File: config.mk
export PLATFORM = sky130hd
export DESIGN_NAME = result_merge_flat
export DESIGN_NICKNAME = d
export VERILOG_FILES = /design/src/hw/core_pkg.sv /design/src/hw/rv_isa_pkg.sv /design/src/hw/exec_if.sv /design/src/hw/result_merge.sv /design/src/flat_wrapper.sv
export SDC_FILE = /design/constraint.sdc
export NUM_CORES = 1
export LEC_CHECK = 0
export BUFFER_PORTS_ARGS = -buffer_cell sky130_fd_sc_hd__buf_4
export CAP_MARGIN = 10
export CORE_MARGIN = 1.5
export CORE_UTILIZATION = 43
export DETAILED_ROUTE_END_ITERATION = 10
export GPL_TIMING_DRIVEN = 0
export PLACE_DENSITY = 0.91
export SYNTH_ARGS = -nofsm -noshare
export SYNTH_HDL_FRONTEND = slang
export SYNTH_SLANG_ARGS = --single-unit
File: constraint.sdc
create_clock -name clk -period 1.1 [get_ports clk]
set_input_delay 0.165 -clock clk [delete_from_list [all_inputs] [get_ports clk]]
set_output_delay 0.165 -clock clk [all_outputs]
set_load 0.02 [all_outputs]
File: src/hw/core_pkg.sv
package core_pkg;

  localparam int num_regs = 32;

  localparam int alu_op_w = 4;
  localparam logic [alu_op_w-1:0] alu_add = 4'd0;
  localparam logic [alu_op_w-1:0] alu_sub = 4'd1;
  localparam logic [alu_op_w-1:0] alu_and = 4'd2;
  localparam logic [alu_op_w-1:0] alu_or = 4'd3;
  localparam logic [alu_op_w-1:0] alu_xor = 4'd4;
  localparam logic [alu_op_w-1:0] alu_slt = 4'd5;
  localparam logic [alu_op_w-1:0] alu_sltu = 4'd6;
  localparam logic [alu_op_w-1:0] alu_sll = 4'd7;
  localparam logic [alu_op_w-1:0] alu_srl = 4'd8;
  localparam logic [alu_op_w-1:0] alu_sra = 4'd9;

  // carried in the low bits of the shared op field
  localparam int mul_op_w = 2;
  localparam logic [mul_op_w-1:0] mul_lo = 2'd0;
  localparam logic [mul_op_w-1:0] mul_hi_ss = 2'd1;
  localparam logic [mul_op_w-1:0] mul_hi_uu = 2'd2;
  localparam logic [mul_op_w-1:0] mul_hi_su = 2'd3;

endpackage

File: src/hw/rv_isa_pkg.sv
package rv_isa_pkg;

  localparam int xlen = 32;
  localparam int reg_addr_w = 5;

  // accepted major opcodes
  localparam logic [6:0] op_reg = 7'b0110011;
  localparam logic [6:0] op_imm = 7'b0010011;

  // funct3 of the base integer ops
  localparam logic [2:0] f3_add_sub = 3'b000;
  localparam logic [2:0] f3_sll = 3'b001;
  localparam logic [2:0] f3_slt = 3'b010;
  localparam logic [2:0] f3_sltu = 3'b011;
  localparam logic [2:0] f3_xor = 3'b100;
  localparam logic [2:0] f3_srl_sra = 3'b101;
  localparam logic [2:0] f3_or = 3'b110;
  localparam logic [2:0] f3_and = 3'b111;

  // funct3 of the multiplies
  localparam logic [2:0] f3_mul = 3'b000;
  localparam logic [2:0] f3_mulh = 3'b001;
  localparam logic [2:0] f3_mulhsu = 3'b010;
  localparam logic [2:0] f3_mulhu = 3'b011;

  localparam logic [6:0] funct7_base = 7'b0000000;
  localparam logic [6:0] funct7_alt = 7'b0100000;
  localparam logic [6:0] funct7_muldiv = 7'b0000001;

  typedef union packed {
    struct packed {
      logic [6:0] funct7;
      logic [4:0] rs2;
      logic [4:0] rs1;
      logic [2:0] funct3;
      logic [4:0] rd;
      logic [6:0] opcode;
    } r_view;
    struct packed {
      logic [11:0] imm12;
      logic [4:0] rs1;
      logic [2:0] funct3;
      logic [4:0] rd;
      logic [6:0] opcode;
    } i_view;
  } rv_instr_t;

endpackage
File: src/hw/exec_if.sv
`timescale 1ns/1ns

interface exec_if;
  import rv_isa_pkg::*;
  import core_pkg::*;

  logic valid;
  logic use_mul;
  logic [alu_op_w-1:0] op;
  logic [xlen-1:0] operand1;
  logic [xlen-1:0] operand2;
  logic [reg_addr_w-1:0] rd;

  modport issue (output valid, use_mul, op, operand1, operand2, rd);

  modport unit (input op, operand1, operand2);

  modport merge (input valid, use_mul, rd);

endinterface

File: src/hw/result_merge.sv
`timescale 1ns/1ns

module result_merge (
  input  logic clk,
  input  logic rst_n,
  exec_if.merge ex,
  input  logic [rv_isa_pkg::xlen-1:0] alu_result,
  input  logic [rv_isa_pkg::xlen-1:0] mul_result,
  output logic wb_valid,
  output logic [rv_isa_pkg::reg_addr_w-1:0] wb_rd,
  output logic [rv_isa_pkg::xlen-1:0] wb_data
);
  import rv_isa_pkg::*;

  logic [xlen-1:0] unit_result;

  assign unit_result = ex.use_mul ? mul_result : alu_result;

  // x0 never reaches the writeback bus
  always_ff @(posedge clk or negedge rst_n) begin
    if (!rst_n) begin
      wb_valid <= 1'b0;
    end else begin
      wb_valid <= ex.valid && (ex.rd != '0);
    end
  end

  always_ff @(posedge clk) begin
    if (ex.valid) begin
      wb_rd <= ex.rd;
      wb_data <= unit_result;
    end
  end

endmodule

File: src/flat_wrapper.sv
// flat-port wrapper written by rule: the top's interface ports become plain ports
module result_merge_flat import rv_isa_pkg::*;
  (clk, rst_n, alu_result, mul_result, wb_valid, wb_rd, wb_data, ex_valid, ex_use_mul, ex_rd);
  exec_if ex_i ();
  input  logic clk;
  input  logic rst_n;
  input  logic [rv_isa_pkg::xlen-1:0] alu_result;
  input  logic [rv_isa_pkg::xlen-1:0] mul_result;
  output logic wb_valid;
  output logic [rv_isa_pkg::reg_addr_w-1:0] wb_rd;
  output logic [rv_isa_pkg::xlen-1:0] wb_data;
  input wire logic [$bits(ex_i.valid)-1:0] ex_valid;
  input wire logic [$bits(ex_i.use_mul)-1:0] ex_use_mul;
  input wire logic [$bits(ex_i.rd)-1:0] ex_rd;
  assign ex_i.valid = ex_valid;
  assign ex_i.use_mul = ex_use_mul;
  assign ex_i.rd = ex_rd;
  result_merge u_core (.clk(clk), .rst_n(rst_n), .ex(ex_i), .alu_result(alu_result), .mul_result(mul_result), .wb_valid(wb_valid), .wb_rd(wb_rd), .wb_data(wb_data));
endmodule
Word-level counts from Yosys, hierarchy flattened
Cells that the tools add are included.
Operators by class
  muxes and demuxes: 1
  reduce and logical (&&, ||, !) cells: 2
Operators with widths (count)
  $mux 32: 1
  $reduce_bool 5->1: 1
  $logic_and 1x1->1: 1
Word-level totals
  bits in registers: 38
  output and inout port bits: 38
  bits of input ports: 73
  logic and storage cells: 6

Longest topological paths before layout
  depth in word-level cells: 2
  depth in mapped cells: 3
  gate-level depth less buffers: 2

Worst setup path before layout
Ideal clock, no wire load.
  path type: input to register
  from: input port ex_use_mul
  to: register u_core.wb_data[0] in the netlist's numbering (data pin)
  stages: 3
  slack: 55 ps
  arrival: 785 ps
  setup time: 260 ps
  cell sequence: clkbuf_2 buf_4 mux2_2
Between the ends
  cells in the longest elaborated chain, start to end: 1
Ends and longest elaborated chain
  from (decl): RTL line flat_wrapper.sv:13  | input wire logic [$bits(ex_i.use_mul)-1:0] ex_use_mul;
  $mux 32: RTL line result_merge.sv:17  | assign unit_result = ex.use_mul ? mul_result : alu_result;
  via u_core.unit_result[0]: RTL line result_merge.sv:15  | logic [xlen-1:0] unit_result;
  to (signal assigned): RTL line result_merge.sv:31  | wb_data <= unit_result;
  to (decl): RTL line result_merge.sv:11  | output logic [rv_isa_pkg::xlen-1:0] wb_data
The timed path passes the listed nets, and every way through them passes these cells.
A chain may end at the register's enable or synchronous reset.

Worst setup path in the final report
  from: register u_core.wb_data[30] in the netlist's numbering
  to: output port wb_data[30] in the netlist's numbering
RTL lines
  to (decl): RTL line flat_wrapper.sv:11  | output logic [rv_isa_pkg::xlen-1:0] wb_data;
No word-level cell between the ends.

==> out/metrics.cfg <==
[route]
post_drt_wl_per_cell_um=18.18
drc_errors=0
ant_nets=0
detail_route.iter0.violations=45
routed_wl_um=4453
vias_per_cell=4.886
num_vias=1197
first_pass_iters=4

[worst_setup_path]
required_ns=0.94
crit_path_max_fanout=1
start_kind=flip-flop
slowest_stage=edfxtp_1
cpLargestDelayFamily=flip-flops
worstPathArrival_ns=0.95
cp_cell_sequence=buf_6
critPathMaxStageDelay_ns=0.44
endpoint_kind=output pin
crit_type=reg2out
crit_buf_inv=1

[place]
pre_cts_ws_ns=-0.06421
dpl_cell_area_sq_um=2415
detailed_place_hpwl_um=3015
post-place-cells=231
portBuffers=109
place.gp.congestion=0.7521

[global_routing]
grt_pass1_wl_um=6465
grt_max_degree=39
antenna_found_initial=0
first_global_vias=1244
overflow=0
track_usage_pct=22.58

[yosys]
syn_area_per_cell_sq_um=20.25
ys_seq_area_share_pct=73.82
syn-cell-area_sq_um=1539
yosys-top-cells-count=37 x edfxtp_1, 30 x mux2_2, 3 x buf_4, 2 x mux2_1
ys.flop_type=edfxtp_1
synth-async-reset-ratio_pct=2.632
yosysUniqueCellTypes=8
synth.net_count=149
synth.top_cell.area_share_pct=72.20
synth_cells=76
yosysTopAreaCell=edfxtp_1
synth_most_common_cell=edfxtp_1
synth-seq-cells=38
synth_enable_flop_cells=37
ys_warn_count=0
ys_top_cells_by_area=edfxtp_1 72%, mux2_2 22%, dfrtp_1 1.6%

[status]
violations=negative setup slack
status=finished with violations

[floorplan]
start_util_pct=45.40
core-area_sq_um=3390
die_w_um=62.83
num_rows=21
die_area_sq_um=3947
die_h_um=62.83
num_io_pins=111

[final_layout]
drive_above_1_share_pct=75.38
instances_no_fill=245
areaGrowthSynthToFinish_pct=69.35
final_net_count=271
final_core_util_pct=76.89
final_area_sq_um=2606
antenna_cells=0

[pwr]
peakVddDrop_mv=0.6407
p_total_mw=3.339
p_leak_nw=1.129
p_per_area_nw_per_um2=1281

[timing]
fin_crit_sh_pct=101.5
slew_headroom_pct=67.69
period_needed_ns=1.116
fin_hold_ws_ns=0.1176
setup_viol=1
worst_slack_ns=-0.01634
finalHoldViolations=0
worst-slew-pin-transition_ns=0.4847
rsz0062_at_grt=yes
maxSlewViolCount=0
fmax_mhz=895.8
fin_tns_setup_ns=-0.01634

[run]
maxCapViolations=0

[clocking]
cts_tree=built
postCtsSetupBuffers=0
cts-buffers-inserted=5
cts.sinks=38
cts_root_buffer=clkbuf_4
cts.path.max_buffers=2
path_clk_slew_ns=0.11
htreeDepth=2

[worst_hold_path]
hold_depth=2
hold_path_end=u_core.wb_data[2]$_DFFE_PP_
worst_hold_path_type=in2reg
worstHoldStart=alu_result[2]

==> where the power goes <==
group	switching, mW	leakage [nW]	internal, mW
Combinational	0.336	0.720	0.448
Sequential	0.0524	0.374	1.74
Clock	0.452	0.0353	0.310
==> placed cells by master, fill, tap and decap left out <==
master	synthesis	layout
buf_4	3	93
edfxtp_1	37	37
mux2_2	30	30
buf_6	0	19
dlygate4sd3_1	0	6
clkbuf_4	0	5
mux2_1	2	2
clkbuf_2	1	1
or4_1	1	1
o21a_1	1	1
clkinv_2	0	1
clkbuf_1	0	1
clkbuf_8	0	1
dfrtp_1	1	1
==> logic make-up after synthesis <==
kind of cell / Yosys count / share of synthesized area (%)
buf+inv: 4 / 1.788
compound gates: 1 / 0.4880
flops: 38 / 73.82
simple gates: 1 / 0.4880
mux: 32 / 23.41
==> sequential cells by signal, summed over array words and instances (netlist names) <==
signal / count
u_core.wb_rd: 5
u_core.wb_valid: 1
u_core.wb_data: 32
==> routing by layer <==
metal / wire [um] / GRT usage, % / part of all wire [%] / vias up
li1: - / - / - / 543
met1: 1569 / 23.79 / 35 / 570
met2: 2369 / 39.38 / 53 / 76
met3: 437 / 10.09 / 9.8 / 8
met4: 78 / 8.889 / 1.8 / 0
met5: 0 / 0 / 0 / -
==> layout make-up <==
| type | instances | area (sq um) |
|---|---|---|
| clock buffer | 7 | 55.05 |
| sequential | 38 | 1136 |
| clock inverter | 1 | 5.005 |
| buffer | 4 | 27.53 |
| multi-input combinational | 34 | 375.4 |
| tap | 46 | 57.56 |
| fill | 209 | 783.3 |
| timing repair buffer | 115 | 949.7 |
==> timing repair <==
item	CTS	global route
hold buffers	3	3
setup endpoints to repair	1	19
hold endpoints to repair	3	3
gates resized for setup	1	18
==> how the worst max path moves through the flow <==
stage	start	endpoint	depth (start not counted)
2_1_floorplan	ex_use_mul	u_core.wb_data[0]$_DFFE_PP_	3
3_3_place_gp	ex_use_mul	u_core.wb_data[15]$_DFFE_PP_	3
3_5_place_dp	ex_use_mul	u_core.wb_data[1]$_DFFE_PP_	3
4_1_cts	u_core.wb_rd[0]$_DFFE_PP_	wb_rd[0]	1
5_1_grt	u_core.wb_data[30]$_DFFE_PP_	wb_data[30]	1
6_report	u_core.wb_data[30]$_DFFE_PP_	wb_data[30]	1
(Power assumes the default switching activity.)
