<file path="src/hw/core_pkg.sv">
package core_pkg;

  localparam int num_regs = 32;

  localparam int alu_op_w = 4;
  localparam logic [alu_op_w-1:0] alu_add = 4'd0;
  localparam logic [alu_op_w-1:0] alu_sub = 4'd1;
  localparam logic [alu_op_w-1:0] alu_and = 4'd2;
  localparam logic [alu_op_w-1:0] alu_or = 4'd3;
  localparam logic [alu_op_w-1:0] alu_xor = 4'd4;
  localparam logic [alu_op_w-1:0] alu_slt = 4'd5;
  localparam logic [alu_op_w-1:0] alu_sltu = 4'd6;
  localparam logic [alu_op_w-1:0] alu_sll = 4'd7;
  localparam logic [alu_op_w-1:0] alu_srl = 4'd8;
  localparam logic [alu_op_w-1:0] alu_sra = 4'd9;

  // carried in the low bits of the shared op field
  localparam int mul_op_w = 2;
  localparam logic [mul_op_w-1:0] mul_lo = 2'd0;
  localparam logic [mul_op_w-1:0] mul_hi_ss = 2'd1;
  localparam logic [mul_op_w-1:0] mul_hi_uu = 2'd2;
  localparam logic [mul_op_w-1:0] mul_hi_su = 2'd3;

endpackage

</file>
<file path="src/hw/rv_isa_pkg.sv">
package rv_isa_pkg;

  localparam int xlen = 32;
  localparam int reg_addr_w = 5;

  // accepted major opcodes
  localparam logic [6:0] op_reg = 7'b0110011;
  localparam logic [6:0] op_imm = 7'b0010011;

  // funct3 of the base integer ops
  localparam logic [2:0] f3_add_sub = 3'b000;
  localparam logic [2:0] f3_sll = 3'b001;
  localparam logic [2:0] f3_slt = 3'b010;
  localparam logic [2:0] f3_sltu = 3'b011;
  localparam logic [2:0] f3_xor = 3'b100;
  localparam logic [2:0] f3_srl_sra = 3'b101;
  localparam logic [2:0] f3_or = 3'b110;
  localparam logic [2:0] f3_and = 3'b111;

  // funct3 of the multiplies
  localparam logic [2:0] f3_mul = 3'b000;
  localparam logic [2:0] f3_mulh = 3'b001;
  localparam logic [2:0] f3_mulhsu = 3'b010;
  localparam logic [2:0] f3_mulhu = 3'b011;

  localparam logic [6:0] funct7_base = 7'b0000000;
  localparam logic [6:0] funct7_alt = 7'b0100000;
  localparam logic [6:0] funct7_muldiv = 7'b0000001;

  typedef union packed {
    struct packed {
      logic [6:0] funct7;
      logic [4:0] rs2;
      logic [4:0] rs1;
      logic [2:0] funct3;
      logic [4:0] rd;
      logic [6:0] opcode;
    } r_view;
    struct packed {
      logic [11:0] imm12;
      logic [4:0] rs1;
      logic [2:0] funct3;
      logic [4:0] rd;
      logic [6:0] opcode;
    } i_view;
  } rv_instr_t;

endpackage
</file>
<file path="src/hw/regfile.sv">
`timescale 1ns/1ns

module regfile (
  input  logic clk,
  input  logic rst_n,
  input  logic [rv_isa_pkg::reg_addr_w-1:0] rs1,
  input  logic [rv_isa_pkg::reg_addr_w-1:0] rs2,
  output logic [rv_isa_pkg::xlen-1:0] rs1_data,
  output logic [rv_isa_pkg::xlen-1:0] rs2_data,
  input  logic wr_en,
  input  logic [rv_isa_pkg::reg_addr_w-1:0] wr_rd,
  input  logic [rv_isa_pkg::xlen-1:0] wr_data
);
  import rv_isa_pkg::*;
  import core_pkg::*;

  logic [xlen-1:0] regs [num_regs];

  always_ff @(posedge clk or negedge rst_n) begin
    if (!rst_n) begin
      for (int i = 0; i < num_regs; i++) begin
        regs[i] <= '0;
      end
    end else if (wr_en && (wr_rd != '0)) begin
      regs[wr_rd] <= wr_data;
    end
  end

  // x0 reads zero, same-cycle write passes straight through
  assign rs1_data = (rs1 == '0) ? '0 :
                    (wr_en && (wr_rd == rs1)) ? wr_data : regs[rs1];
  assign rs2_data = (rs2 == '0) ? '0 :
                    (wr_en && (wr_rd == rs2)) ? wr_data : regs[rs2];

endmodule

</file>
<file path="config.mk">
export PLATFORM = sky130hd
export DESIGN_NAME = regfile
export DESIGN_NICKNAME = d
export VERILOG_FILES = /design/src/hw/core_pkg.sv /design/src/hw/rv_isa_pkg.sv /design/src/hw/regfile.sv
export SDC_FILE = /design/constraint.sdc
export NUM_CORES = 2
export LEC_CHECK = 0
export BUFFER_PORTS_ARGS = -buffer_cell sky130_fd_sc_hd__buf_2
export CAP_MARGIN = 30
export CELL_PAD_IN_SITES_DETAIL_PLACEMENT = 1
export CELL_PAD_IN_SITES_GLOBAL_PLACEMENT = 1
export CORE_ASPECT_RATIO = 0.8
export CORE_MARGIN = 4
export CORE_UTILIZATION = 25
export CTS_BUF_LIST = sky130_fd_sc_hd__clkbuf_8
export CTS_CLUSTER_DIAMETER = 100
export DETAILED_ROUTE_END_ITERATION = 16
export GPL_ROUTABILITY_DRIVEN = 1
export PLACE_DENSITY_LB_ADDON = 0.2
export SETUP_SLACK_MARGIN = 0.4
export SLEW_MARGIN = 20
export SYNTH_ARGS = -nofsm -noshare
export SYNTH_HDL_FRONTEND = slang
export SYNTH_SLANG_ARGS = --single-unit
</file>
<file path="constraint.sdc">
create_clock -name clk -period 4.7 [get_ports clk]
set_clock_uncertainty 0.05 [all_clocks]
set_input_delay 0.705 -clock clk [delete_from_list [all_inputs] [get_ports clk]]
set_output_delay 0.705 -clock clk [all_outputs]
set_load 0.005 [all_outputs]
</file>
### Word level (Yosys, flattened, before mapping)

Cells that the tools add are included.

* bitwise gates (word level): 3
* reductions and logical operators: 7
* magnitude comparators: 4
* muxes and demuxes: 13
* eq/ne operators: 2

Operators with widths (count)
* bitwise mux 1024 bit: 1
* binary-select mux 32 bit (select 5 bit): 2
* two-way mux 32 bit: 9
* demux 32 bit (select 5 bit): 1
* greater-or-equal comparator 6 bit (second input constant): 3
* inverter 5 -> 6 bit: 3
* == test 5 bit: 2
* logical NOT 5 bit: 2
* < comparator 6 x 1 -> 1 bit (second input constant): 1
* nonzero test 5 bit: 1
* logical AND 1 bit: 4

* flip-flop bits (word level): 1024
* bits of input ports: 50

### Depth between registers and ports, before layout

* word-level depth: 6
* depth in mapped cells: 10
* mapped depth without buffers: 5

### Worst setup path before layout

No wires, ideal clock.

* path type: input -> output
* from: in rs2[0] (netlist name)
* to: out rs2_data[7] (netlist name)
* path buffers: 3
* stages: 7
* setup slack: 1.457 ns
* arrival: 2.488 ns
* data required time: 3.945 ns
* cells stage by stage: buf_4 buf_2 buf_2 mux4_2 a22oi_1 nand2_1 a221o_1

* longest elaborated chain between the ends: 6
* elaborated cells between the ends (all ways): 9

Ends and longest elaborated chain
* start: declaration: RTL line regfile.sv:7 `input logic [rv_isa_pkg::reg_addr_w-1:0] rs2,`
* inverter 5 -> 6 bit (implied by the code): RTL line regfile.sv:33 `(wr_en && (wr_rd == rs2)) ? wr_data : regs[rs2];`
* binary-select mux 32 bit (select 5 bit): RTL line regfile.sv:33
* two-way mux 32 bit (implied by the code) (2 in series): RTL line regfile.sv:33
* two-way mux 32 bit: RTL line regfile.sv:33
* two-way mux 32 bit (*): RTL line regfile.sv:32 `assign rs2_data = (rs2 == '0) ? '0 :`
* end: declaration: RTL line regfile.sv:9 `output logic [rv_isa_pkg::xlen-1:0] rs2_data,`

Mark *: on every way between the ends. The rest lies on a longest branch, timed or not. The select of a mux whose other input is x is not followed.

### Final worst setup path

* from: in rs2[0] (netlist name)
* to: out rs2_data[23] (netlist name)

The elaborated chain is that of the path after synthesis.

==> results.json <==
{
  "final_area_sq_um": 63100,
  "largest_reg_flops": 1024,
  "synthFlopType": "dfrtp_1",
  "vias_per_cell": 5.35,
  "max_freq_mhz": 239,
  "grt_pass1_wl_um": 312000,
  "ant_nets": 0,
  "ys_ff_latch": 1024,
  "critPathMaxFanout": 23,
  "ys_seq_area_share_pct": 47.0,
  "rows": 153,
  "crit_required_ns": 3.94,
  "start_kind": "input pin",
  "fillers": 22900,
  "cts-root-buf": "clkbuf_8",
  "cpPeakStageDelay_ns": 0.75,
  "dp_hpwl_um": 133000,
  "clkLatencyLatePin_ns": 0.88,
  "layout-drive-gt1-share_pct": 50.5,
  "most-common-layout-cells": "dfrtp_1 (1,024), mux2_2 (898), mux4_2 (412), clkbuf_8 (237), mux2i_1 (227)",
  "worst_slew_pin_slew_ns": 1.03,
  "die_area_sq_um": 226000,
  "synthTopCellsByArea": "dfrtp_1 (47%), mux2_2 (19%), mux4_2 (17%)",
  "dr.first_iter.drc_count": 2575,
  "wl_per_cell_um": 32.7,
  "cts_sinks": 1024,
  "synth_area_sq_um": 54500,
  "core_sq_um": 217000,
  "numCtsBuffers": 188,
  "die_w_um": 530,
  "num_vias": 36100,
  "grt_max_degree": 109,
  "power.switching_fraction_pct": 30.0,
  "hold_viol": 0,
  "globalplace.congestion": 0.758,
  "worst_slack_ns": 0.511,
  "synthesis.nets": 3723,
  "critPathSlowestCell": "a2111oi_0",
  "synth_top_cell_area_share_pct": 47.0,
  "grt.overflow.total": 0,
  "fin_crit_sh_pct": 89.1,
  "ys_warn_count": 0,
  "irDropWorstVdd_v": 0.000184,
  "internal-power_uw": 18100,
  "outcome": "complete, no violations",
  "initial_core_util_pct": 25.1,
  "hold_class": "flop to flop",
  "grt_usage_pct": 19.3,
  "top_regs": "regs (1024)",
  "pre_cts_ws_ns": 0.448,
  "fin_setup_tns_ns": 0,
  "dr.pass1.iters": 5,
  "r2r_slack_ns": 3.83,
  "synth_top_area_cell": "dfrtp_1",
  "crit_family": "compound AO/OA/AOI/OAI gates",
  "synth_edf_count": 0,
  "path_buf_inv": 5,
  "grt_setup_unrepaired": "no",
  "grt_pass1_vias": 38300,
  "crit_chain": "buf_8 -> buf_12 -> buf_4 -> mux2i_1 -> a32o_1 -> a2111oi_0 -> buf_4 -> o221a_1 -> buf_2",
  "path_clk_slew_ns": 0.07,
  "area_growth_pct": 15.7,
  "p_clk_share_pct": 33.7,
  "critPathKind": "input pin to output pin",
  "maxSlewViolCount": 0,
  "p_leak_uw": 0.0272,
  "drv_cap": 0,
  "finalNonFillerCells": 6741,
  "wirelength_um": 220000,
  "nets": 3789,
  "cts_tree": "done",
  "critical_path_depth": 9,
  "top_register": "regs",
  "placed_cell_area_sq_um": 59400,
  "ys_types": 53,
  "dp_cells": 6413,
  "antenna_found_initial": 22,
  "drc_errors": 0,
  "seq_area_sq_um": 25600,
  "port_buffers": 113,
  "end_kind": "output pin",
  "hold_depth": 0,
  "cp.arrival_ns": 3.43,
  "p_sw_uw": 7740,
  "period_needed_ns": 4.19,
  "p_seq_share_pct": 45.6,
  "avgSynthCellArea_sq_um": 14.9,
  "cts_max_level": 4,
  "pwr_density_cell_nw_per_um2": 410,
  "multi_input_area_sq_um": 27300,
  "die_y_um": 426,
  "p_comb_share_pct": 20.8,
  "relSlewSlack_pct": 31.0,
  "async_reset_ff_share_pct": 100,
  "synthCells": 3673,
  "final_common_cell": "dfrtp_1",
  "path_common_cell": "buf_4",
  "rr_worst_depth": 1,
  "max-clock-path-buffers": 4,
  "setup_violations": 0,
  "design.portCount": 114
}
-- synth_stat cells, drive strengths merged, types with 17 or more instances --
cell / number
dfrtp: 1024
mux2: 995
mux4: 412
clkbuf: 249
mux2i: 227
buf: 188
a22oi: 95
a21oi: 84
a22o: 71
o22ai: 44
o221ai: 43
a2111oi: 41
nand2: 38
nor2: 24
o211ai: 17
-- area by class of cell --
| cell class | count | share of cell area (%) |
|---|---|---|
| antenna | 5 | 0.0198 |
| timing repair buffer | 313 | 4.66 |
| clock inverter | 84 | 0.623 |
| multi-input combinational | 2211 | 43.2 |
| clock buffer | 236 | 5.15 |
| sequential | 1024 | 40.6 |
| inverter | 1 | 0.00595 |
| tap | 2867 | 5.69 |
-- worst paths after layout --
| check | start | endpoint |
|---|---|---|
| max | rs2[0] | rs2_data[23] |
| min | regs[993]$_DFFE_PN0P_ | regs[993]$_DFFE_PN0P_ |
| max reg2reg | regs[882]$_DFFE_PN0P_ | regs[882]$_DFFE_PN0P_ |
| min reg2reg | regs[993]$_DFFE_PN0P_ | regs[993]$_DFFE_PN0P_ |
| max in group asynchronous | rst_n | regs[930]$_DFFE_PN0P_ |
| min in group asynchronous | rst_n | regs[934]$_DFFE_PN0P_ |
-- what timing repair did --
action	in CTS	in global routing
gates resized for setup	0	0
hold buffers	1	0
hold endpoints to repair	58	0
setup buffers	0	0
-- metal layers --
layer	vias up	GRT usage, %	share of wire (%)
met5	-	0	0.020
met4	8	5.03	2.7
met3	330	3.06	4.6
met2	992	29.1	44
met1	20200	28.5	49
li1	14600	-	-
-- kinds of logic after synthesis --
family	count (synthesis)	share of synthesized area, %
AO/OA/AOI/OAI	466	6.62
flip-flops	1024	47.0
XOR/XNOR	10	0.161
AND/OR/NAND/NOR	101	0.938
multiplexers	1634	41.7
buffers and inverters	438	3.58
-- power by group through the flow --
stage | registers [uW] | clock network, uW | logic (uW)
after floorplan | 11400 | 0 | 3880
after global placement | 11800 | 0 | 5310
after detailed placement | 11900 | 0 | 5410
after CTS | 11700 | 8980 | 5430
after global routing | 12000 | 9370 | 5780
final | 11800 | 8700 | 5360
-- stage by stage --
stage	utilization (%)	power [uW]	hold slack, ns
after CTS	29.1	26100	0.287
final	29.1	25800	0.350
after floorplan	-	15300	0.359
after detailed placement	27.4	17300	0.334
after global routing	29.1	27100	0.343
after global placement	27.3	17100	0.328
(Power assumes the default switching activity.)
