**src/hw/core_pkg.sv**
```systemverilog
package core_pkg;

  localparam int num_regs = 32;

  localparam int alu_op_w = 4;
  localparam logic [alu_op_w-1:0] alu_add = 4'd0;
  localparam logic [alu_op_w-1:0] alu_sub = 4'd1;
  localparam logic [alu_op_w-1:0] alu_and = 4'd2;
  localparam logic [alu_op_w-1:0] alu_or = 4'd3;
  localparam logic [alu_op_w-1:0] alu_xor = 4'd4;
  localparam logic [alu_op_w-1:0] alu_slt = 4'd5;
  localparam logic [alu_op_w-1:0] alu_sltu = 4'd6;
  localparam logic [alu_op_w-1:0] alu_sll = 4'd7;
  localparam logic [alu_op_w-1:0] alu_srl = 4'd8;
  localparam logic [alu_op_w-1:0] alu_sra = 4'd9;

  // carried in the low bits of the shared op field
  localparam int mul_op_w = 2;
  localparam logic [mul_op_w-1:0] mul_lo = 2'd0;
  localparam logic [mul_op_w-1:0] mul_hi_ss = 2'd1;
  localparam logic [mul_op_w-1:0] mul_hi_uu = 2'd2;
  localparam logic [mul_op_w-1:0] mul_hi_su = 2'd3;

endpackage

```
**src/hw/rv_isa_pkg.sv**
```systemverilog
package rv_isa_pkg;

  localparam int xlen = 32;
  localparam int reg_addr_w = 5;

  // accepted major opcodes
  localparam logic [6:0] op_reg = 7'b0110011;
  localparam logic [6:0] op_imm = 7'b0010011;

  // funct3 of the base integer ops
  localparam logic [2:0] f3_add_sub = 3'b000;
  localparam logic [2:0] f3_sll = 3'b001;
  localparam logic [2:0] f3_slt = 3'b010;
  localparam logic [2:0] f3_sltu = 3'b011;
  localparam logic [2:0] f3_xor = 3'b100;
  localparam logic [2:0] f3_srl_sra = 3'b101;
  localparam logic [2:0] f3_or = 3'b110;
  localparam logic [2:0] f3_and = 3'b111;

  // funct3 of the multiplies
  localparam logic [2:0] f3_mul = 3'b000;
  localparam logic [2:0] f3_mulh = 3'b001;
  localparam logic [2:0] f3_mulhsu = 3'b010;
  localparam logic [2:0] f3_mulhu = 3'b011;

  localparam logic [6:0] funct7_base = 7'b0000000;
  localparam logic [6:0] funct7_alt = 7'b0100000;
  localparam logic [6:0] funct7_muldiv = 7'b0000001;

  typedef union packed {
    struct packed {
      logic [6:0] funct7;
      logic [4:0] rs2;
      logic [4:0] rs1;
      logic [2:0] funct3;
      logic [4:0] rd;
      logic [6:0] opcode;
    } r_view;
    struct packed {
      logic [11:0] imm12;
      logic [4:0] rs1;
      logic [2:0] funct3;
      logic [4:0] rd;
      logic [6:0] opcode;
    } i_view;
  } rv_instr_t;

endpackage
```
**src/hw/exec_if.sv**
```systemverilog
`timescale 1ns/1ns

interface exec_if;
  import rv_isa_pkg::*;
  import core_pkg::*;

  logic valid;
  logic use_mul;
  logic [alu_op_w-1:0] op;
  logic [xlen-1:0] operand1;
  logic [xlen-1:0] operand2;
  logic [reg_addr_w-1:0] rd;

  modport issue (output valid, use_mul, op, operand1, operand2, rd);

  modport unit (input op, operand1, operand2);

  modport merge (input valid, use_mul, rd);

endinterface

```
**src/hw/mul_unit.sv**
```systemverilog
`timescale 1ns/1ns

module mul_unit (
  exec_if.unit ex,
  output logic [rv_isa_pkg::xlen-1:0] mul_result
);
  import rv_isa_pkg::*;
  import core_pkg::*;

  logic [mul_op_w-1:0] mop;
  logic a_signed;
  logic b_signed;
  logic signed [xlen:0] a_ext;
  logic signed [xlen:0] b_ext;
  logic signed [2*xlen+1:0] product;

  assign mop = ex.op[mul_op_w-1:0];
  assign a_signed = (mop == mul_hi_ss) || (mop == mul_hi_su);
  assign b_signed = (mop == mul_hi_ss);

  // one extra bit lets a single signed multiplier cover all three variants
  assign a_ext = {a_signed & ex.operand1[xlen-1], ex.operand1};
  assign b_ext = {b_signed & ex.operand2[xlen-1], ex.operand2};
  assign product = a_ext * b_ext;

  assign mul_result = (mop == mul_lo) ? product[xlen-1:0] : product[2*xlen-1:xlen];

endmodule

```
**src/flat_wrapper.sv**
```systemverilog
// flat-port wrapper written by rule: the top's interface ports become plain ports
module mul_unit_flat import rv_isa_pkg::*; import core_pkg::*;
  (mul_result, ex_op, ex_operand1, ex_operand2);
  exec_if ex_i ();
  output logic [rv_isa_pkg::xlen-1:0] mul_result;
  input wire logic [$bits(ex_i.op)-1:0] ex_op;
  input wire logic [$bits(ex_i.operand1)-1:0] ex_operand1;
  input wire logic [$bits(ex_i.operand2)-1:0] ex_operand2;
  assign ex_i.op = ex_op;
  assign ex_i.operand1 = ex_operand1;
  assign ex_i.operand2 = ex_operand2;
  mul_unit u_core (.ex(ex_i), .mul_result(mul_result));
endmodule
```
**config.mk**
```make
export PLATFORM = sky130hd
export DESIGN_NAME = mul_unit_flat
export DESIGN_NICKNAME = d
export VERILOG_FILES = /design/src/hw/core_pkg.sv /design/src/hw/rv_isa_pkg.sv /design/src/hw/exec_if.sv /design/src/hw/mul_unit.sv /design/src/flat_wrapper.sv
export SDC_FILE = /design/constraint.sdc
export NUM_CORES = 2
export LEC_CHECK = 0
export BUFFER_PORTS_ARGS = -buffer_cell sky130_fd_sc_hd__buf_2
export CORE_MARGIN = 4
export CORE_UTILIZATION = 67
export DETAILED_ROUTE_END_ITERATION = 16
export GPL_ROUTABILITY_DRIVEN = 1
export PLACE_DENSITY_LB_ADDON = 0.08
export SYNTH_ARGS = -nofsm -noshare
export SYNTH_HDL_FRONTEND = slang
export SYNTH_SLANG_ARGS = --single-unit
```
**constraint.sdc**
```tcl
create_clock -name vclk -period 9.18
set_input_delay 0.459 -clock vclk [all_inputs]
set_output_delay 0.459 -clock vclk [all_outputs]
set_load 0.02 [all_outputs]
```
Word-level counts from Yosys, hierarchy flattened. Index checks and enable logic that the tools add are counted.

Bits in latches: 0. Output and inout port bits: 32. Word-level logic and storage cells: 8. ROM bits: 0. Memories: 0. Bits in registers: 0. RAM bits: 0.

Shift operators: 0. Bitwise gates (word level): 2. $add $sub $neg: 0. $mul: 1. Order comparisons: 0. Reductions and logical operators: 2. Divide/modulo/power cells: 0. Equal/unequal tests: 2. Multiplexer cells: 1.

Operator list (number): $mul 33x33->64 (1); $mux 32 (1); $and 1x1->1 (2); $eq 2x1->1 const B (1); $eq 2x2->1 const B (1); $logic_not 2->1 (1); $logic_or 1x1->1 (1).

Longest topological paths before layout.
Depth in word-level cells: 5. Mapped depth: 30. Depth with buffers taken out: 28.

Worst setup path before layout. No wires, ideal clock.

Path type: in2out. Start: in ex_operand1[31]. End: out mul_result[30] (netlist name). Slack: 0.367 ns. Arrival time: 8.354 ns. Required time: 8.721 ns. Stages: 26. Path buffers: 3. Cells stage by stage: clkbuf_1 -> and2_1 -> clkbuf_1 -> nand2_1 -> inv_1 -> fa_1 -> fa_1 -> fa_1 -> inv_1 -> fa_1 -> inv_1 -> fa_1 -> fa_1 -> inv_1 -> fa_1 -> fa_1 -> inv_1 -> ha_1 -> clkdlybuf4s50_2 -> and3_2 -> nand4_1 -> or2_2 -> o31ai_2 -> a221oi_1 -> o311a_1 -> nor3_1.

Cells in the longest elaborated chain, start to end: 3.

RTL lines: start: declaration (line flat_wrapper.sv:7) `input wire logic [$bits(ex_i.operand1)-1:0] ex_operand1;`; $and 1x1->1 (line mul_unit.sv:22) `assign a_ext = {a_signed & ex.operand1[xlen-1], ex.operand1};`; $mul 33x33->64 (*) (line mul_unit.sv:24) `assign product = a_ext * b_ext;`; $mux 32 (*) (line mul_unit.sv:26) `assign mul_result = (mop == mul_lo) ? product[xlen-1:0] : product[2*xlen-1:xlen];`; end: declaration (line flat_wrapper.sv:5) `output logic [rv_isa_pkg::xlen-1:0] mul_result;`.

Mark *: on every way between the ends. The rest lies on a longest branch, timed or not.

Worst setup path after layout.
Start: in ex_operand2[31]. End: out mul_result[15] (netlist name).

Cells in the longest elaborated chain, start to end: 3.

RTL lines: start: declaration (line flat_wrapper.sv:8) `input wire logic [$bits(ex_i.operand2)-1:0] ex_operand2;`; $and 1x1->1 (line mul_unit.sv:23) `assign b_ext = {b_signed & ex.operand2[xlen-1], ex.operand2};`; $mul 33x33->64 (*) (line mul_unit.sv:24); $mux 32 (*) (line mul_unit.sv:26).

Marks and branches as above.

==> reports/qor.csv <==
stage,metric,value,unit
detailed_routing,drc_errors,0,
logic_synthesis,syn_avg_cell_area,8.94,um2
layout,final_layout_size_suffix_gt1_share,6.42,%
timing,period_needed,8940,ps
place,gp_congestion,0.965,
layout,seq_area,0,um2
layout,syn_to_final_growth,4.35,%
logic_synthesis,ys_types,70,
floorplanning,start_util,67.9,%
timing,fin_crit_sh,97.3,%
logic_synthesis,yosys.area.top_type,fa_1,
logic_synthesis,ys_top_cells_by_area,"fa_1 59%, inv_1 11%, nand2_1 8.0%, ha_1 6.9%, and2_1 4.5%",
logic_synthesis,ys_warn_count,0,
logic_synthesis,synth.top_cell.area_share,58.7,%
run_status,status,"finished, final reports clean",
layout,utilization,70.9,%
job,drv_cap,0,
logic_synthesis,seq_area_frac_synth,0,%
floorplanning,core,56500,um2
detailed_routing,drt-pass1-iter-count,7,
setup_path,arrival,8480,ps
detailed_routing,routed_wl,101,mm
place,dp_hpwl,88.4,mm
grt,grt_use_total,35.1,%
timing,fmax,112,MHz
floorplanning,num_io_pins,100,
floorplanning,row_count,87,
layout,final_cells,5061,
layout,fin_area,40000,um2
detailed_routing,drtIter0Drc,1910,
floorplanning,dieArea,61200,um2
worst_hold_path,hold_depth,5,
layout,n_sequential_cell,0,
grt,grt_pass1_vias,31100,
setup_path,required,8720,ps
logic_synthesis,syn_inst,4293,
detailed_routing,antenna_left,0,
grt,grt_pass1_wl,167,mm
place,postPlaceCellArea,40000,um2
layout,nClkBuffers,0,
timing,worst_slew_pin_slew,824,ps
timing,setup_viol,0,
logic_synthesis,syn_nets,5698,
detailed_routing,via_per_inst,5.60,
worst_hold_path,hold_class,input pin to output pin,
floorplanning,fp.dieW,247,um
setup_path,crit_path_end_kind,output pin,
logic_synthesis,syn_area,38400,um2
timing,slew_headroom,45.1,%
place,portBuffers,98,
layout,fillers,4502,
setup_path,worstSetupStartpointType,input pin,
timing,hold_viol_final,0,
worst_hold_path,min_to,mul_result[0],
worst_hold_path,min_from,ex_operand2[0],
setup_path,critPathKind,input pin to output pin,
detailed_routing,avgRoutedWirePerCell,19.9,um
floorplanning,dieHeight,247,um
grt,grt_antenna_before_repair,8,
layout,fin_nets,5704,
timing,drv_slew,0,
setup_path,crit_fanout,9,
place,placedCellCount,5051,
grt,overflow,0,
grt,grt_max_degree,42,
detailed_routing,vias,28400,
layout,multi_input_area,33200,um2
[cell usage in the layout, fill, tap and decap left out, types with 23 or more instances in the layout]
cell / count
fa_1: 1125
o21ai_0: 44
xor2_1: 23
xnor2_1: 52
a21oi_1: 74
nand2_1: 820
inv_1: 1150
and2_1: 274
ha_1: 212
buf_4: 125
buf_2: 95
nor2_1: 76
and3_1: 23
a21o_1: 46
[stage by stage]
step | setup TNS (ps) | setup WS, ps | hold slack [ps]
2_1_floorplan | 0 | 367 | 1200
3_5_place_dp | 0 | 156 | 1640
6_report | 0 | 244 | 1640
5_1_grt | -31.5 | -13.7 | 1660
3_3_place_gp | 0 | 123 | 1650
4_1_cts | 0 | 112 | 1640
[routing by layer]
metal	GRT usage [%]	vias to the layer above	wire length, um
met5	0	-	13
met1	47.0	14800	38800
met4	11.1	2	3980
met2	59.6	1133	50000
li1	-	12200	-
met3	5.69	236	8010
[final cells by class]
| class | count | area share [%] |
|---|---|---|
| multi-input combinational | 2916 | 82.8 |
| inverter | 1151 | 10.8 |
| timing repair buffer | 230 | 3.97 |
| tap | 756 | 2.36 |
| antenna | 8 | 0.0500 |
[synthesized netlist by cell type, types with 3 or more instances]
cell,count
a211o_1,3
a211oi_1,5
a21o_1,46
a21oi_1,75
a31oi_1,12
and2_1,274
and3_1,23
clkbuf_1,218
fa_1,1125
ha_1,212
inv_1,1151
nand2_1,820
nand3_1,13
nand4_1,11
nor2_1,77
nor2b_1,9
nor3_1,4
nor4_1,4
o21a_1,10
o21ai_0,46
o21bai_1,8
or2_2,14
xnor2_1,52
xor2_1,23
[cell families (layout without fill, tap and decap cells)]
logic type	after synthesis	count (layout)	synth area share, %
compound gates	244	244	4.35
xor+xnor	75	75	1.71
fa+ha+maj	1337	1337	65.6
buf+inv	1377	1381	13.6
mux	1	1	0.0261
other cells	0	8	0
simple gates	1259	1259	14.7
[worst max path at each step]
stage	cells after the start	endpoint	start	slack, ps
after floorplan	26	mul_result[30]	ex_operand1[31]	370
after global placement	27	mul_result[28]	ex_operand2[10]	120
final	28	mul_result[15]	ex_operand2[31]	240
after global routing	28	mul_result[27]	ex_operand2[16]	-10
after CTS	27	mul_result[31]	ex_operand2[10]	110
after detailed placement	27	mul_result[28]	ex_operand2[10]	160
[repair_timing]
item                                    4_1_cts  5_1_grt
buffers inserted                              0        2
resized for setup                             0       11
hold buffers                                  0        0
endpoints found under the setup margin        0       12
[critical path, stage by stage]
cell and delay, ps:
buf_2 350, nor2b_1 260, nand2_1 110, buf_4 210
or2_2 300, fa_1 450, fa_1 490, inv_1 50
fa_1 470, fa_1 500, inv_1 50, fa_1 540
fa_1 500, fa_1 500, inv_1 50, fa_1 490
ha_1 380, o21a_1 150, o21a_1 160, o21a_1 180
o21ai_0 370, o21ai_0 180, a21oi_2 200, o21ai_2 100
a311oi_2 300, xor2_1 290, o21ai_1 160, buf_2 200
Power is not shown: default switching activity piles up to over one toggle a cycle in this logic, so the estimate is an artifact.
