===== config.mk =====
export PLATFORM = sky130hd
export DESIGN_NAME = int_alu_flat
export DESIGN_NICKNAME = d
export VERILOG_FILES = /design/src/hw/core_pkg.sv /design/src/hw/rv_isa_pkg.sv /design/src/hw/exec_if.sv /design/src/hw/int_alu.sv /design/src/flat_wrapper.sv
export SDC_FILE = /design/constraint.sdc
export NUM_CORES = 1
export LEC_CHECK = 0
export BUFFER_PORTS_ARGS = -buffer_cell sky130_fd_sc_hd__clkbuf_2
export CAP_MARGIN = 20
export CORE_MARGIN = 10
export CORE_UTILIZATION = 40
export DETAILED_ROUTE_END_ITERATION = 7
export SLEW_MARGIN = 20
export SYNTH_ARGS = -nofsm -noshare
export SYNTH_HDL_FRONTEND = slang
export SYNTH_SLANG_ARGS = --single-unit

===== constraint.sdc =====
create_clock -name vclk -period 18.2
set_input_delay 3.64 -clock vclk [all_inputs]
set_output_delay 3.64 -clock vclk [all_outputs]
set_load 0.1 [all_outputs]

===== src/hw/core_pkg.sv =====
package core_pkg;

  localparam int num_regs = 32;

  localparam int alu_op_w = 4;
  localparam logic [alu_op_w-1:0] alu_add = 4'd0;
  localparam logic [alu_op_w-1:0] alu_sub = 4'd1;
  localparam logic [alu_op_w-1:0] alu_and = 4'd2;
  localparam logic [alu_op_w-1:0] alu_or = 4'd3;
  localparam logic [alu_op_w-1:0] alu_xor = 4'd4;
  localparam logic [alu_op_w-1:0] alu_slt = 4'd5;
  localparam logic [alu_op_w-1:0] alu_sltu = 4'd6;
  localparam logic [alu_op_w-1:0] alu_sll = 4'd7;
  localparam logic [alu_op_w-1:0] alu_srl = 4'd8;
  localparam logic [alu_op_w-1:0] alu_sra = 4'd9;

  // carried in the low bits of the shared op field
  localparam int mul_op_w = 2;
  localparam logic [mul_op_w-1:0] mul_lo = 2'd0;
  localparam logic [mul_op_w-1:0] mul_hi_ss = 2'd1;
  localparam logic [mul_op_w-1:0] mul_hi_uu = 2'd2;
  localparam logic [mul_op_w-1:0] mul_hi_su = 2'd3;

endpackage


===== src/hw/rv_isa_pkg.sv =====
package rv_isa_pkg;

  localparam int xlen = 32;
  localparam int reg_addr_w = 5;

  // accepted major opcodes
  localparam logic [6:0] op_reg = 7'b0110011;
  localparam logic [6:0] op_imm = 7'b0010011;

  // funct3 of the base integer ops
  localparam logic [2:0] f3_add_sub = 3'b000;
  localparam logic [2:0] f3_sll = 3'b001;
  localparam logic [2:0] f3_slt = 3'b010;
  localparam logic [2:0] f3_sltu = 3'b011;
  localparam logic [2:0] f3_xor = 3'b100;
  localparam logic [2:0] f3_srl_sra = 3'b101;
  localparam logic [2:0] f3_or = 3'b110;
  localparam logic [2:0] f3_and = 3'b111;

  // funct3 of the multiplies
  localparam logic [2:0] f3_mul = 3'b000;
  localparam logic [2:0] f3_mulh = 3'b001;
  localparam logic [2:0] f3_mulhsu = 3'b010;
  localparam logic [2:0] f3_mulhu = 3'b011;

  localparam logic [6:0] funct7_base = 7'b0000000;
  localparam logic [6:0] funct7_alt = 7'b0100000;
  localparam logic [6:0] funct7_muldiv = 7'b0000001;

  typedef union packed {
    struct packed {
      logic [6:0] funct7;
      logic [4:0] rs2;
      logic [4:0] rs1;
      logic [2:0] funct3;
      logic [4:0] rd;
      logic [6:0] opcode;
    } r_view;
    struct packed {
      logic [11:0] imm12;
      logic [4:0] rs1;
      logic [2:0] funct3;
      logic [4:0] rd;
      logic [6:0] opcode;
    } i_view;
  } rv_instr_t;

endpackage

===== src/hw/exec_if.sv =====
`timescale 1ns/1ns

interface exec_if;
  import rv_isa_pkg::*;
  import core_pkg::*;

  logic valid;
  logic use_mul;
  logic [alu_op_w-1:0] op;
  logic [xlen-1:0] operand1;
  logic [xlen-1:0] operand2;
  logic [reg_addr_w-1:0] rd;

  modport issue (output valid, use_mul, op, operand1, operand2, rd);

  modport unit (input op, operand1, operand2);

  modport merge (input valid, use_mul, rd);

endinterface


===== src/hw/int_alu.sv =====
`timescale 1ns/1ns

module int_alu (
  exec_if.unit ex,
  output logic [rv_isa_pkg::xlen-1:0] alu_result
);
  import core_pkg::*;

  logic [4:0] shamt;

  assign shamt = ex.operand2[4:0];

  always_comb begin
    case (ex.op)
      alu_add:  alu_result = ex.operand1 + ex.operand2;
      alu_sub:  alu_result = ex.operand1 - ex.operand2;
      alu_and:  alu_result = ex.operand1 & ex.operand2;
      alu_or:   alu_result = ex.operand1 | ex.operand2;
      alu_xor:  alu_result = ex.operand1 ^ ex.operand2;
      alu_slt: begin
        alu_result = '0;
        alu_result[0] = $signed(ex.operand1) < $signed(ex.operand2);
      end
      alu_sltu: begin
        alu_result = '0;
        alu_result[0] = ex.operand1 < ex.operand2;
      end
      alu_sll:  alu_result = ex.operand1 << shamt;
      alu_srl:  alu_result = ex.operand1 >> shamt;
      alu_sra:  alu_result = $signed(ex.operand1) >>> shamt;
      default:  alu_result = '0;
    endcase
  end

endmodule


===== src/flat_wrapper.sv =====
// flat-port wrapper written by rule: the top's interface ports become plain ports
module int_alu_flat import core_pkg::*;
  (alu_result, ex_op, ex_operand1, ex_operand2);
  exec_if ex_i ();
  output logic [rv_isa_pkg::xlen-1:0] alu_result;
  input wire logic [$bits(ex_i.op)-1:0] ex_op;
  input wire logic [$bits(ex_i.operand1)-1:0] ex_operand1;
  input wire logic [$bits(ex_i.operand2)-1:0] ex_operand2;
  assign ex_i.op = ex_op;
  assign ex_i.operand1 = ex_operand1;
  assign ex_i.operand2 = ex_operand2;
  int_alu u_core (.ex(ex_i), .alu_result(alu_result));
endmodule

* After elaboration in Yosys (flattened, before gate mapping) *
Cells that the tools add are included.
W data, S select, Z words.

storage, ports and cells
  flip-flop bits (word level) = 0
  output and inout port bits = 32
  word-level logic and storage cells = 21

operators by class
  add/subtract/negate cells = 2
  magnitude comparators = 2
  equal/unequal tests = 9
  shifts and indexed selects = 3
  multiplexer cells = 1
  bitwise logic cells = 3
  reduce and logical (&&, ||, !) cells = 1

operator list
  kind                  count
  $pmux W32 S10         1
  $lt A32 B32 Y1        2
  $add A32 B32 Y32      1
  $and A32 B32 Y32      1
  $or A32 B32 Y32       1
  $shl A32 B5 Y32       1
  $shr A32 B5 Y32       1
  $sshr A32 B5 Y32      1
  $sub A32 B32 Y32      1
  $xor A32 B32 Y32      1
  $eq A4 B3 Y1 const B  4
  $eq A4 B2 Y1 const B  2
  $eq A4 B4 Y1 const B  2
  $eq A4 B1 Y1 const B  1
  $logic_not A4 Y1      1

* Logic depth before layout (Yosys ltp) *
Gate-level depths: netlist (run 1).

  depth in word-level cells = 2
  gate-level depth with buffers = 15

* Worst setup path before layout (run 1) *
Ideal clock, no wire load.

  kind = input port to output port
  start point = input ex_operand2[2]
  end point = output alu_result[16] in the netlist's numbering
  arrival = 8.832 ns
  setup slack = 5.728 ns
  cell stages on the path = 15
  path buffers = 4
  cell sequence = clkbuf_1 clkinv_1 buf_2 buf_1 clkbuf_1 ha_1 a211oi_1 o21ai_1 a311oi_1 o21ai_0 a21o_1 a211oi_1 a21oi_1 xnor2_1 o21ai_0

between the ends
  word-level cells in the longest chain between the ends = 2

RTL lines
  item                                            RTL line           RTL
  start: declaration                              flat_wrapper.sv:8  input wire logic [$bits(ex_i.operand2)-1:0] ex_operand2;
  $sub A32 B32 Y32, or another cell as far along  int_alu.sv:16      alu_sub: alu_result = ex.operand1 - ex.operand2;
  $pmux W32 S10 *                                 int_alu.sv:14      case (ex.op)
  end: declaration                                flat_wrapper.sv:5  output logic [rv_isa_pkg::xlen-1:0] alu_result;

Every way passes the cells marked *; elsewhere a longest branch is shown, timed or not.

* Worst setup path in the final report (run 1) *
  start point = input ex_operand2[3]
  end point = output alu_result[30] in the netlist's numbering

The elaborated chain is that of the path after synthesis.

==> results of run 1 <==
## how the worst max path moves through the flow
| stage | from | end | slack (ns) | depth (start not counted) |
|---|---|---|---|---|
| 2_1_floorplan | ex_operand2[2] | alu_result[16] | 5.73 | 15 |
| 3_3_place_gp | ex_operand2[2] | alu_result[30] | 6.66 | 15 |
| 3_5_place_dp | ex_operand2[3] | alu_result[30] | 6.65 | 15 |
| 4_1_cts | ex_operand2[3] | alu_result[30] | 6.62 | 15 |
| 5_1_grt | ex_operand2[4] | alu_result[21] | 6.21 | 14 |
| 6_report | ex_operand2[3] | alu_result[30] | 6.45 | 15 |
## kinds of logic after synthesis
family | after synthesis | synth area share
AOI/OAI and AO/OA | 415 | 0.328
and+or+nand+nor | 349 | 0.192
buffers and inverters | 198 | 0.0954
muxes | 99 | 0.204
adders and majority gates | 99 | 0.152
xor gates and xnor gates | 28 | 0.0297
## layout make-up
class	instances	share of cell area
inverters	98	0.0418
multi-input cells	990	0.850
repair buffers	115	0.0702
well taps	270	0.0384
## power breakdown
group	internal, mW	total (mW)	switching [mW]	leakage [nW]
sequential	0	0	0	0
combinational	0.105	0.344	0.239	3.81
clock	0	0	0	0
## critical path: cells and delay by family
kind	cells	cell delay (ns)
buf+inv	5	1.47
compound gates	6	1.99
simple gates	2	0.37
xor+xnor	1	0.12
fa+ha+maj	1	0.51
## metal layers
metal,wire (microns),vias up,global-route usage
met3,3160,72,0.0243
met5,0,-,0
met1,15000,4649,0.347
li1,-,4435,-
met4,1610,0,0.0910
met2,15500,586,0.389
## synthesized netlist by cell type (4+ instances only)
| cell type | n |
|---|---|
| nor2_1 | 167 |
| a21oi_1 | 124 |
| ha_1 | 97 |
| inv_1 | 96 |
| o21ai_0 | 88 |
| clkbuf_1 | 66 |
| nand2_1 | 66 |
| mux4_2 | 55 |
| mux2i_1 | 42 |
| nor3_1 | 25 |
| a221oi_1 | 23 |
| a211oi_1 | 22 |
| o211ai_1 | 22 |
| xnor2_1 | 22 |
| buf_2 | 18 |
| nand3_1 | 16 |
| or3_1 | 16 |
| a22oi_1 | 13 |
| o21bai_1 | 13 |
| a211o_1 | 12 |
| nor2b_1 | 11 |
| o31ai_1 | 11 |
| buf_1 | 10 |
| nand2b_1 | 10 |
| nor4_1 | 10 |
| a21o_1 | 9 |
| o221ai_1 | 9 |
| o22ai_1 | 9 |
| a31oi_1 | 8 |
| nand4_1 | 8 |
| buf_4 | 6 |
| o41ai_1 | 6 |
| xor2_1 | 6 |
| o2111ai_1 | 5 |
| o21a_1 | 5 |
| o21ai_1 | 4 |
| or4_1 | 4 |
## through the flow
step	worst slack, ns	cells
final	6.45	1473
after global routing	6.21	1473
after CTS	6.62	1473
after detailed placement	6.65	1473
after global placement	6.66	1473
after floorplan	5.73	1188
==> metrics.csv, run 1 <==
stage;metric;value;unit
outcome;status;finished, final reports clean;
worst_setup_path;critPathMaxStageDelay;0.53;ns
timing;layout_min_cycle_time;11.75;ns
worst_setup_path;crit_type;in2out;
timing;fmax;0.0851;GHz
yosys;syn-cell-area;8260;sq um
placement;dp_hpwl;27700;microns
timing;rsz0062_at_grt;false;
yosys;yosysSeqAreaShare;0;
layout;layout-drive-gt1-share;0.156;
worst_setup_path;path_max_fanout;61;
floorplanning;io_pins;100;
yosys;synth_area_leaders;mux4_2, ha_1, nor2_1;
min_path;hold_class;in2out;
yosys;syn_area_per_cell;6.95;sq um
placement;io_buffers;100;
placement;dpl_cell_area;8810;sq um
detailed_routing;route.detailed.drc;0;
floorplanning;die_x;164;microns
layout;multi_input_area;7480;sq um
timing;setup_violations;0;
grt;grt_max_degree;75;
detailed_routing;totalWireLength;35300;microns
timing;tns;0;ns
detailed_routing;vias;9742;
timing;slew_violations;0;
layout;final_nets;1372;
detailed_routing;firstDrtPassIters;5;
layout;num_antenna_cells;0;
layout;ff_latch_area;0;sq um
floorplanning;die_h;164;microns
power;ir_drop;0.0000335;V
timing;whs;8.20;ns
floorplanning;core_region_area;20300;sq um
min_path;holdPathEnd;alu_result[13];
floorplanning;die_area;26800;sq um
worst_setup_path;cp.required;14.56;ns
min_path;worstHoldStart;ex_operand2[13];
clock_tree;cts_setup_buffers;0;
placement;gp_congestion;1.01;
grt;grt_pass1_wl;53200;microns
power;powerDensity;39.0;nW/um^2
power;p_total;0.344;mW
timing;worstMarginPinSlew;1.01;ns
detailed_routing;wl_per_cell;24.0;microns
clock_tree;post_cts_resized;0;
layout;fillers;2219;
detailed_routing;drt_iter0_drc;1411;
min_path;hold_depth;5;
layout;final_common_cell;nor2_1;
flow_run;cap_viol_max_count;0;
layout;mostFrequentLayoutCells;nor2_1, a21oi_1, clkbuf_2;
floorplanning;initial_utilization;0.407;
timing;finalHoldViolations;0;
yosys;syn-num-nets;1355;
grt;grt_usage;0.249;
clock_tree;ctsHoldBuffers;0;
timing;relSlewSlack;0.325;
layout;syn2layout_area_growth;6.60;%
layout;numSequentialCells;0;
yosys;yosys_warnings;0;
yosys;yosysUniqueCellTypes;73;
floorplanning;num_rows;52;
layout;nClkBuffers;0;
worst_setup_path;startpoint_type;input pin;
power;p_leak;3.81;nW
layout;fin_area;8810;sq um
grt;grt_pass1_vias;8878;
detailed_routing;routed_via_density;6.61;
layout;postLayoutCoreUtil;0.434;
yosys;synth_top_area_frac;0.150;
yosys;synth_largest_area_cell;mux4_2;
grt;grt-ovfl-total;0;
worst_setup_path;critPathCaptureType;primary output;
grt;grt_antenna_before_repair;0;
detailed_routing;ant_nets;0;
worst_setup_path;path_cells;clkbuf_2 -> buf_4 -> clkinv_1 -> buf_4 -> ha_1 -> o21ai_0 -> o21ai_1 -> a311oi_1 -> nand3_1 -> a311oi_2 -> nor4_1 -> a211oi_1 -> xor2_1 -> o211ai_1 -> clkbuf_2;
yosys;syn_inst;1188;
timing;post-route-period-util;0.646;
worst_setup_path;critPathArrivalTime;8.11;ns
worst_setup_path;slowest_stage;a311oi_2;
No activity file was read; power rests on OpenSTA's default activity.
==> run 2, diff against run 1 <==
Clock period 18.2 ns to 9.8 ns, I/O delays scaled along.
==> run 2 against run 1 <==
- sequential share of layout area unchanged
- via count up 0.23%
- combinational power up 86%
- critical path depth down 1
- critical endpoint unchanged
- largest cell class unchanged
==> metrics.csv, run 2 (synthesized netlist as in run 1, its figures left out) <==
stage;metric;value;unit;change
detailed_routing;wl_per_cell;24.5;microns;+2.0%
worst_setup_path;path_cells;clkbuf_2 -> buf_4 -> inv_1 -> ha_1 -> o21ai_0 -> o21ai_1 -> a311oi_1 -> nand3_1 -> a311oi_2 -> nor4_1 -> a211oi_1 -> xor2_1 -> o211ai_1 -> clkbuf_2;;
min_path;hold_class;in2out;;
layout;fin_area;8800;sq um;about the same
floorplanning;num_rows;52;;unchanged
grt;gr-usage-met3;0.0323;;+0.00801
layout;fillers;2157;;-2.8%
worst_setup_path;crit_type;in2out;;
timing;rsz0062_at_grt;false;;
layout;nClkBuffers;0;;unchanged
detailed_routing;totalWireLength;36000;microns;+2.0%
power;powerDensity;72.7;nW/um^2;+86%
timing;fmax;0.121;GHz;
timing;tns;0;ns;unchanged
worst_setup_path;cp.required;7.84;ns;-6.72 ns
worst_setup_path;slowest_stage;a311oi_1;;
detailed_routing;drt_iter0_drc;1174;;-17%
worst_setup_path;path_common_cell;clkbuf_2;;
floorplanning;die_x;164;microns;unchanged
layout;postLayoutCoreUtil;0.434;;about the same
grt;busiest_layer;met2;;
worst_setup_path;critPathMaxStageDelay;0.55;ns;+0.02 ns
timing;slew_violations;0;;unchanged
layout;final_common_cell;nor2_1;;
grt;grt_usage;0.255;;+0.00673
worst_setup_path;startpoint_type;input pin;;
detailed_routing;routed_via_density;6.63;;+0.29%
layout;mostFrequentLayoutCells;nor2_1, a21oi_1, clkbuf_2;;
layout;fin_cells;1472;;-0.068%
timing;worstMarginPinSlew;0.970;ns;-0.0367 ns
timing;layout_min_cycle_time;8.25;ns;
placement;gp_congestion;0.986;;-2.5%
placement;placed_cells;1472;;-0.068%
layout;syn2layout_area_growth;6.53;%;about the same
timing;relSlewSlack;0.353;;+0.0281
layout;num_antenna_cells;0;;unchanged
detailed_routing;route.detailed.drc;0;;unchanged
power;ir_drop;0.0000673;V;+100%
flow_run;cap_viol_max_count;0;;unchanged
worst_setup_path;cp-endpoint;alu_result[30];;
timing;layout_setup_ws;1.55;ns;-4.89 ns
worst_setup_path;cp_top_family;compound AO/OA/AOI/OAI gates;;
placement;place_ws;1.76;ns;-4.89 ns
placement;dpl_cell_area;8800;sq um;about the same
timing;whs;4.87;ns;-3.33 ns
clock_tree;ctsHoldBuffers;0;;unchanged
floorplanning;io_pins;100;;unchanged
detailed_routing;ant_nets;0;;unchanged
floorplanning;initial_utilization;0.407;;unchanged
floorplanning;core_region_area;20300;sq um;unchanged
placement;dp_hpwl;28000;microns;+1.1%
worst_setup_path;path_depth;14;;-1
power;p_total;0.640;mW;+86%
timing;setup_violations;0;;unchanged
grt;grt_antenna_before_repair;1;;+1
layout;numSequentialCells;0;;unchanged
worst_setup_path;path_max_fanout;53;;-13%
worst_setup_path;worst-path-buf-inv;4;;-1
grt;grtUsageMet2;0.399;;+0.0104
outcome;status;finished, final reports clean;;
detailed_routing;vias;9764;;+0.23%
floorplanning;die_h;164;microns;unchanged
grt;grt_max_degree;61;;-19%
floorplanning;die_area;26800;sq um;unchanged
timing;post-route-period-util;0.841;;
timing;finalHoldViolations;0;;unchanged
worst_setup_path;critPathCaptureType;primary output;;
clock_tree;post_cts_resized;0;;unchanged
grt;gr-usage-met1;0.351;;+0.00414
layout;layout-drive-gt1-share;0.156;;about the same
grt;grt_pass1_vias;9082;;+2.3%
layout;final_nets;1371;;-0.073%
detailed_routing;firstDrtPassIters;5;;unchanged
grt;grt-ovfl-total;0;;unchanged
grt;grt_pass1_wl;54700;microns;+2.9%
worst_setup_path;crit_start;ex_operand2[4];;
placement;io_buffers;100;;unchanged
clock_tree;cts_setup_buffers;0;;unchanged
worst_setup_path;critPathArrivalTime;6.29;ns;-1.82 ns
power;p_leak;3.81;nW;about the same
layout;ff_latch_area;0;sq um;unchanged
-- run 2: cell count changes in the layout (fill, tap and decap cells not counted) --
| cell | previous run | this run |
|---|---|---|
| or3_2 | 0 | 1 |
| buf_4 | 17 | 16 |
| or3_1 | 16 | 15 |
-- run 2: how the worst min path moves through the flow --
stage / depth (start not counted) / from / end / slack (ns)
floorplan: 4 / ex_operand1[21] / alu_result[21] / 4.72
global placement: 5 / ex_operand2[25] / alu_result[25] / 4.85
detailed placement: 5 / ex_operand2[30] / alu_result[30] / 4.85
CTS: 5 / ex_operand2[30] / alu_result[30] / 4.86
global route: 5 / ex_operand2[30] / alu_result[30] / 4.92
finish: 5 / ex_operand2[9] / alu_result[9] / 4.87
-- run 2: routing by layer --
metal  up-vias  part of all wire
met5         -           0.00031
met4         2             0.046
met3        71             0.097
met2       561              0.44
met1      4694              0.42
li1       4436                 -
-- run 2: layout make-up --
cell class                 instances  area [sq um]  area share
inverter                          98           368      0.0418
timing repair buffer             114           611      0.0694
multi-input combinational        990          7480       0.850
tap                              270           338      0.0384
-- run 2: worst min-delay path, stage by stage --
cell and delay (ns):
clkbuf_2 0.09, ha_1 0.21, a221oi_1 0.10, o211ai_1 0.08
clkbuf_2 0.46
-- run 2: report_power, final --
group / switching, mW / internal [mW]
registers: 0 / 0
logic: 0.446 / 0.194
clock network: 0 / 0
total: 0.446 / 0.194
==> run 3, diff against run 2 <==
Clock period 9.8 ns to 7.15 ns, I/O delays scaled along.
==> run 3 against run 2 <==
- cell area rose by 5.9%
- combinational power rose by 50%
- critical path type unchanged
- critical endpoint unchanged
- first-iteration DRC count rose by 12%
- global-route usage fell by 0.16 points
- total power rose by 50%
- worst setup slack got worse by 0.86 ns
- routed wire length fell by 0.12%
==> metrics.csv, run 3 (synthesized netlist as in run 1, its figures left out) <==
stage;metric;value;unit;change
detailed_routing;vias;9682;;-0.84%
power;powerDensity;103;nW/um^2;+42%
grt;gr-usage-met1;0.349;;-0.00279
floorplanning;num_rows;52;;unchanged
timing;worstMarginPinSlew;0.942;ns;-0.0281 ns
power;p_leak;3.98;nW;+4.5%
worst_setup_path;critPathArrivalTime;5.02;ns;-1.27 ns
grt;gr-usage-met3;0.0365;;+0.00426
grt;grt_pass1_vias;8841;;-2.7%
worst_setup_path;cp.required;5.72;ns;-2.12 ns
worst_setup_path;critPathCaptureType;primary output;;
power;switching_power;0.625;mW;+40%
worst_setup_path;path_max_fanout;6;;-89%
layout;postLayoutCoreUtil;0.459;;+0.0255
layout;final_nets;1378;;+0.51%
min_path;hold_class;in2out;;
power;p_int;0.334;mW;+72%
layout;ff_latch_area;0;sq um;unchanged
power;switching_share;0.652;;-0.0448
detailed_routing;drt_iter0_drc;1311;;+12%
detailed_routing;firstDrtPassIters;6;;+1
detailed_routing;ant_nets;0;;unchanged
placement;io_buffers;100;;unchanged
flow_run;cap_viol_max_count;0;;unchanged
power;ir_drop;0.0000751;V;+11%
floorplanning;die_area;26800;sq um;unchanged
worst_setup_path;startpoint_type;input pin;;
placement;dp_hpwl;28100;microns;+0.36%
floorplanning;die_h;164;microns;unchanged
clock_tree;ctsHoldBuffers;0;;unchanged
grt;grtUsageMet2;0.393;;-0.00647
layout;nClkBuffers;0;;unchanged
timing;slew_violations;0;;unchanged
layout;fin_cells;1479;;+0.48%
detailed_routing;totalWireLength;36000;microns;-0.12%
timing;setup_violations;0;;unchanged
layout;mostFrequentLayoutCells;nor2_1, a21oi_1, ha_1;;
grt;busiest_layer;met2;;
placement;placed_cells;1479;;+0.48%
timing;finalHoldViolations;0;;unchanged
layout;final_common_cell;nor2_1;;
floorplanning;core_region_area;20300;sq um;unchanged
grt;grt_max_degree;68;;+11%
grt;grt_usage;0.254;;-0.00161
layout;layout-drive-gt1-share;0.164;;+0.00737
timing;layout_min_cycle_time;6.45;ns;
floorplanning;die_x;164;microns;unchanged
grt;grt_pass1_wl;54200;microns;-0.97%
layout;syn2layout_area_growth;12.8;%;
floorplanning;io_pins;100;;unchanged
placement;gp_congestion;1.01;;+2.8%
timing;tns;0;ns;unchanged
power;power_frac_comb;1.000;;about the same
worst_setup_path;crit_type;in2out;;
clock_tree;cts_setup_buffers;0;;unchanged
detailed_routing;routed_via_density;6.55;;-1.3%
power;p_clk_frac;0;;unchanged
timing;fmax;0.155;GHz;
grt;grt-ovfl-total;0;;unchanged
grt;grt_antenna_before_repair;0;;-1
timing;relSlewSlack;0.370;;+0.0164
layout;fillers;2140;;-0.79%
timing;rsz0062_at_grt;false;;
detailed_routing;wl_per_cell;24.3;microns;-0.59%
layout;num_antenna_cells;0;;unchanged
timing;post-route-period-util;0.902;;
detailed_routing;route.detailed.drc;0;;unchanged
power;p_seq_frac;0;;unchanged
layout;numSequentialCells;0;;unchanged
clock_tree;post_cts_resized;0;;unchanged
floorplanning;initial_utilization;0.407;;unchanged
outcome;status;finished, final reports clean;;
[run 3: power by group through the flow]
stage                     Sequential [mW]  Combinational [mW]  Clock (mW)
final                                   0               0.959           0
after global routing                    0                1.02           0
after CTS                               0               0.943           0
after detailed placement                0               0.938           0
after global placement                  0               0.941           0
after floorplan                         0               0.644           0
[run 3: worst paths after layout]
path | endpoint | startpoint | cells after the start
worst min-delay path | alu_result[9] | ex_operand2[9] | 5
worst max-delay path | alu_result[30] | ex_operand1[0] | 13
[run 3: critical path, stage by stage]
cell and delay, ns:
clkbuf_2 0.14, ha_1 0.27, fa_1 0.45, a211oi_1 0.37, o21ai_1 0.18, a311oi_2 0.41, nand3_1 0.23, a311oi_2 0.46
nor4_1 0.10, a211oi_1 0.31, xor2_1 0.12, o211ai_1 0.33, buf_12 0.22
[run 3: per-stage QoR]
step	total power [mW]	instance area, sq um	setup slack, ns	hold slack (ns)
finish	0.959	9320	0.698	3.60
global route	1.02	9320	0.487	3.65
CTS	0.943	9320	0.736	3.61
detailed placement	0.938	9320	0.794	3.59
global placement	0.941	9320	0.771	3.60
floorplan	0.644	8290	0.0206	3.56
[run 3: final cells by class]
| type | instances | area (sq um) | area share |
|---|---|---|---|
| multi-input combinational | 990 | 7500 | 0.805 |
| timing repair buffer | 121 | 1110 | 0.119 |
| inverter | 98 | 369 | 0.0396 |
| tap | 270 | 338 | 0.0363 |
[run 3: metal layers]
layer	up-vias	share of wire
li1	4446	-
met1	4577	0.42
met2	584	0.44
met3	75	0.096
met4	0	0.048
met5	-	0
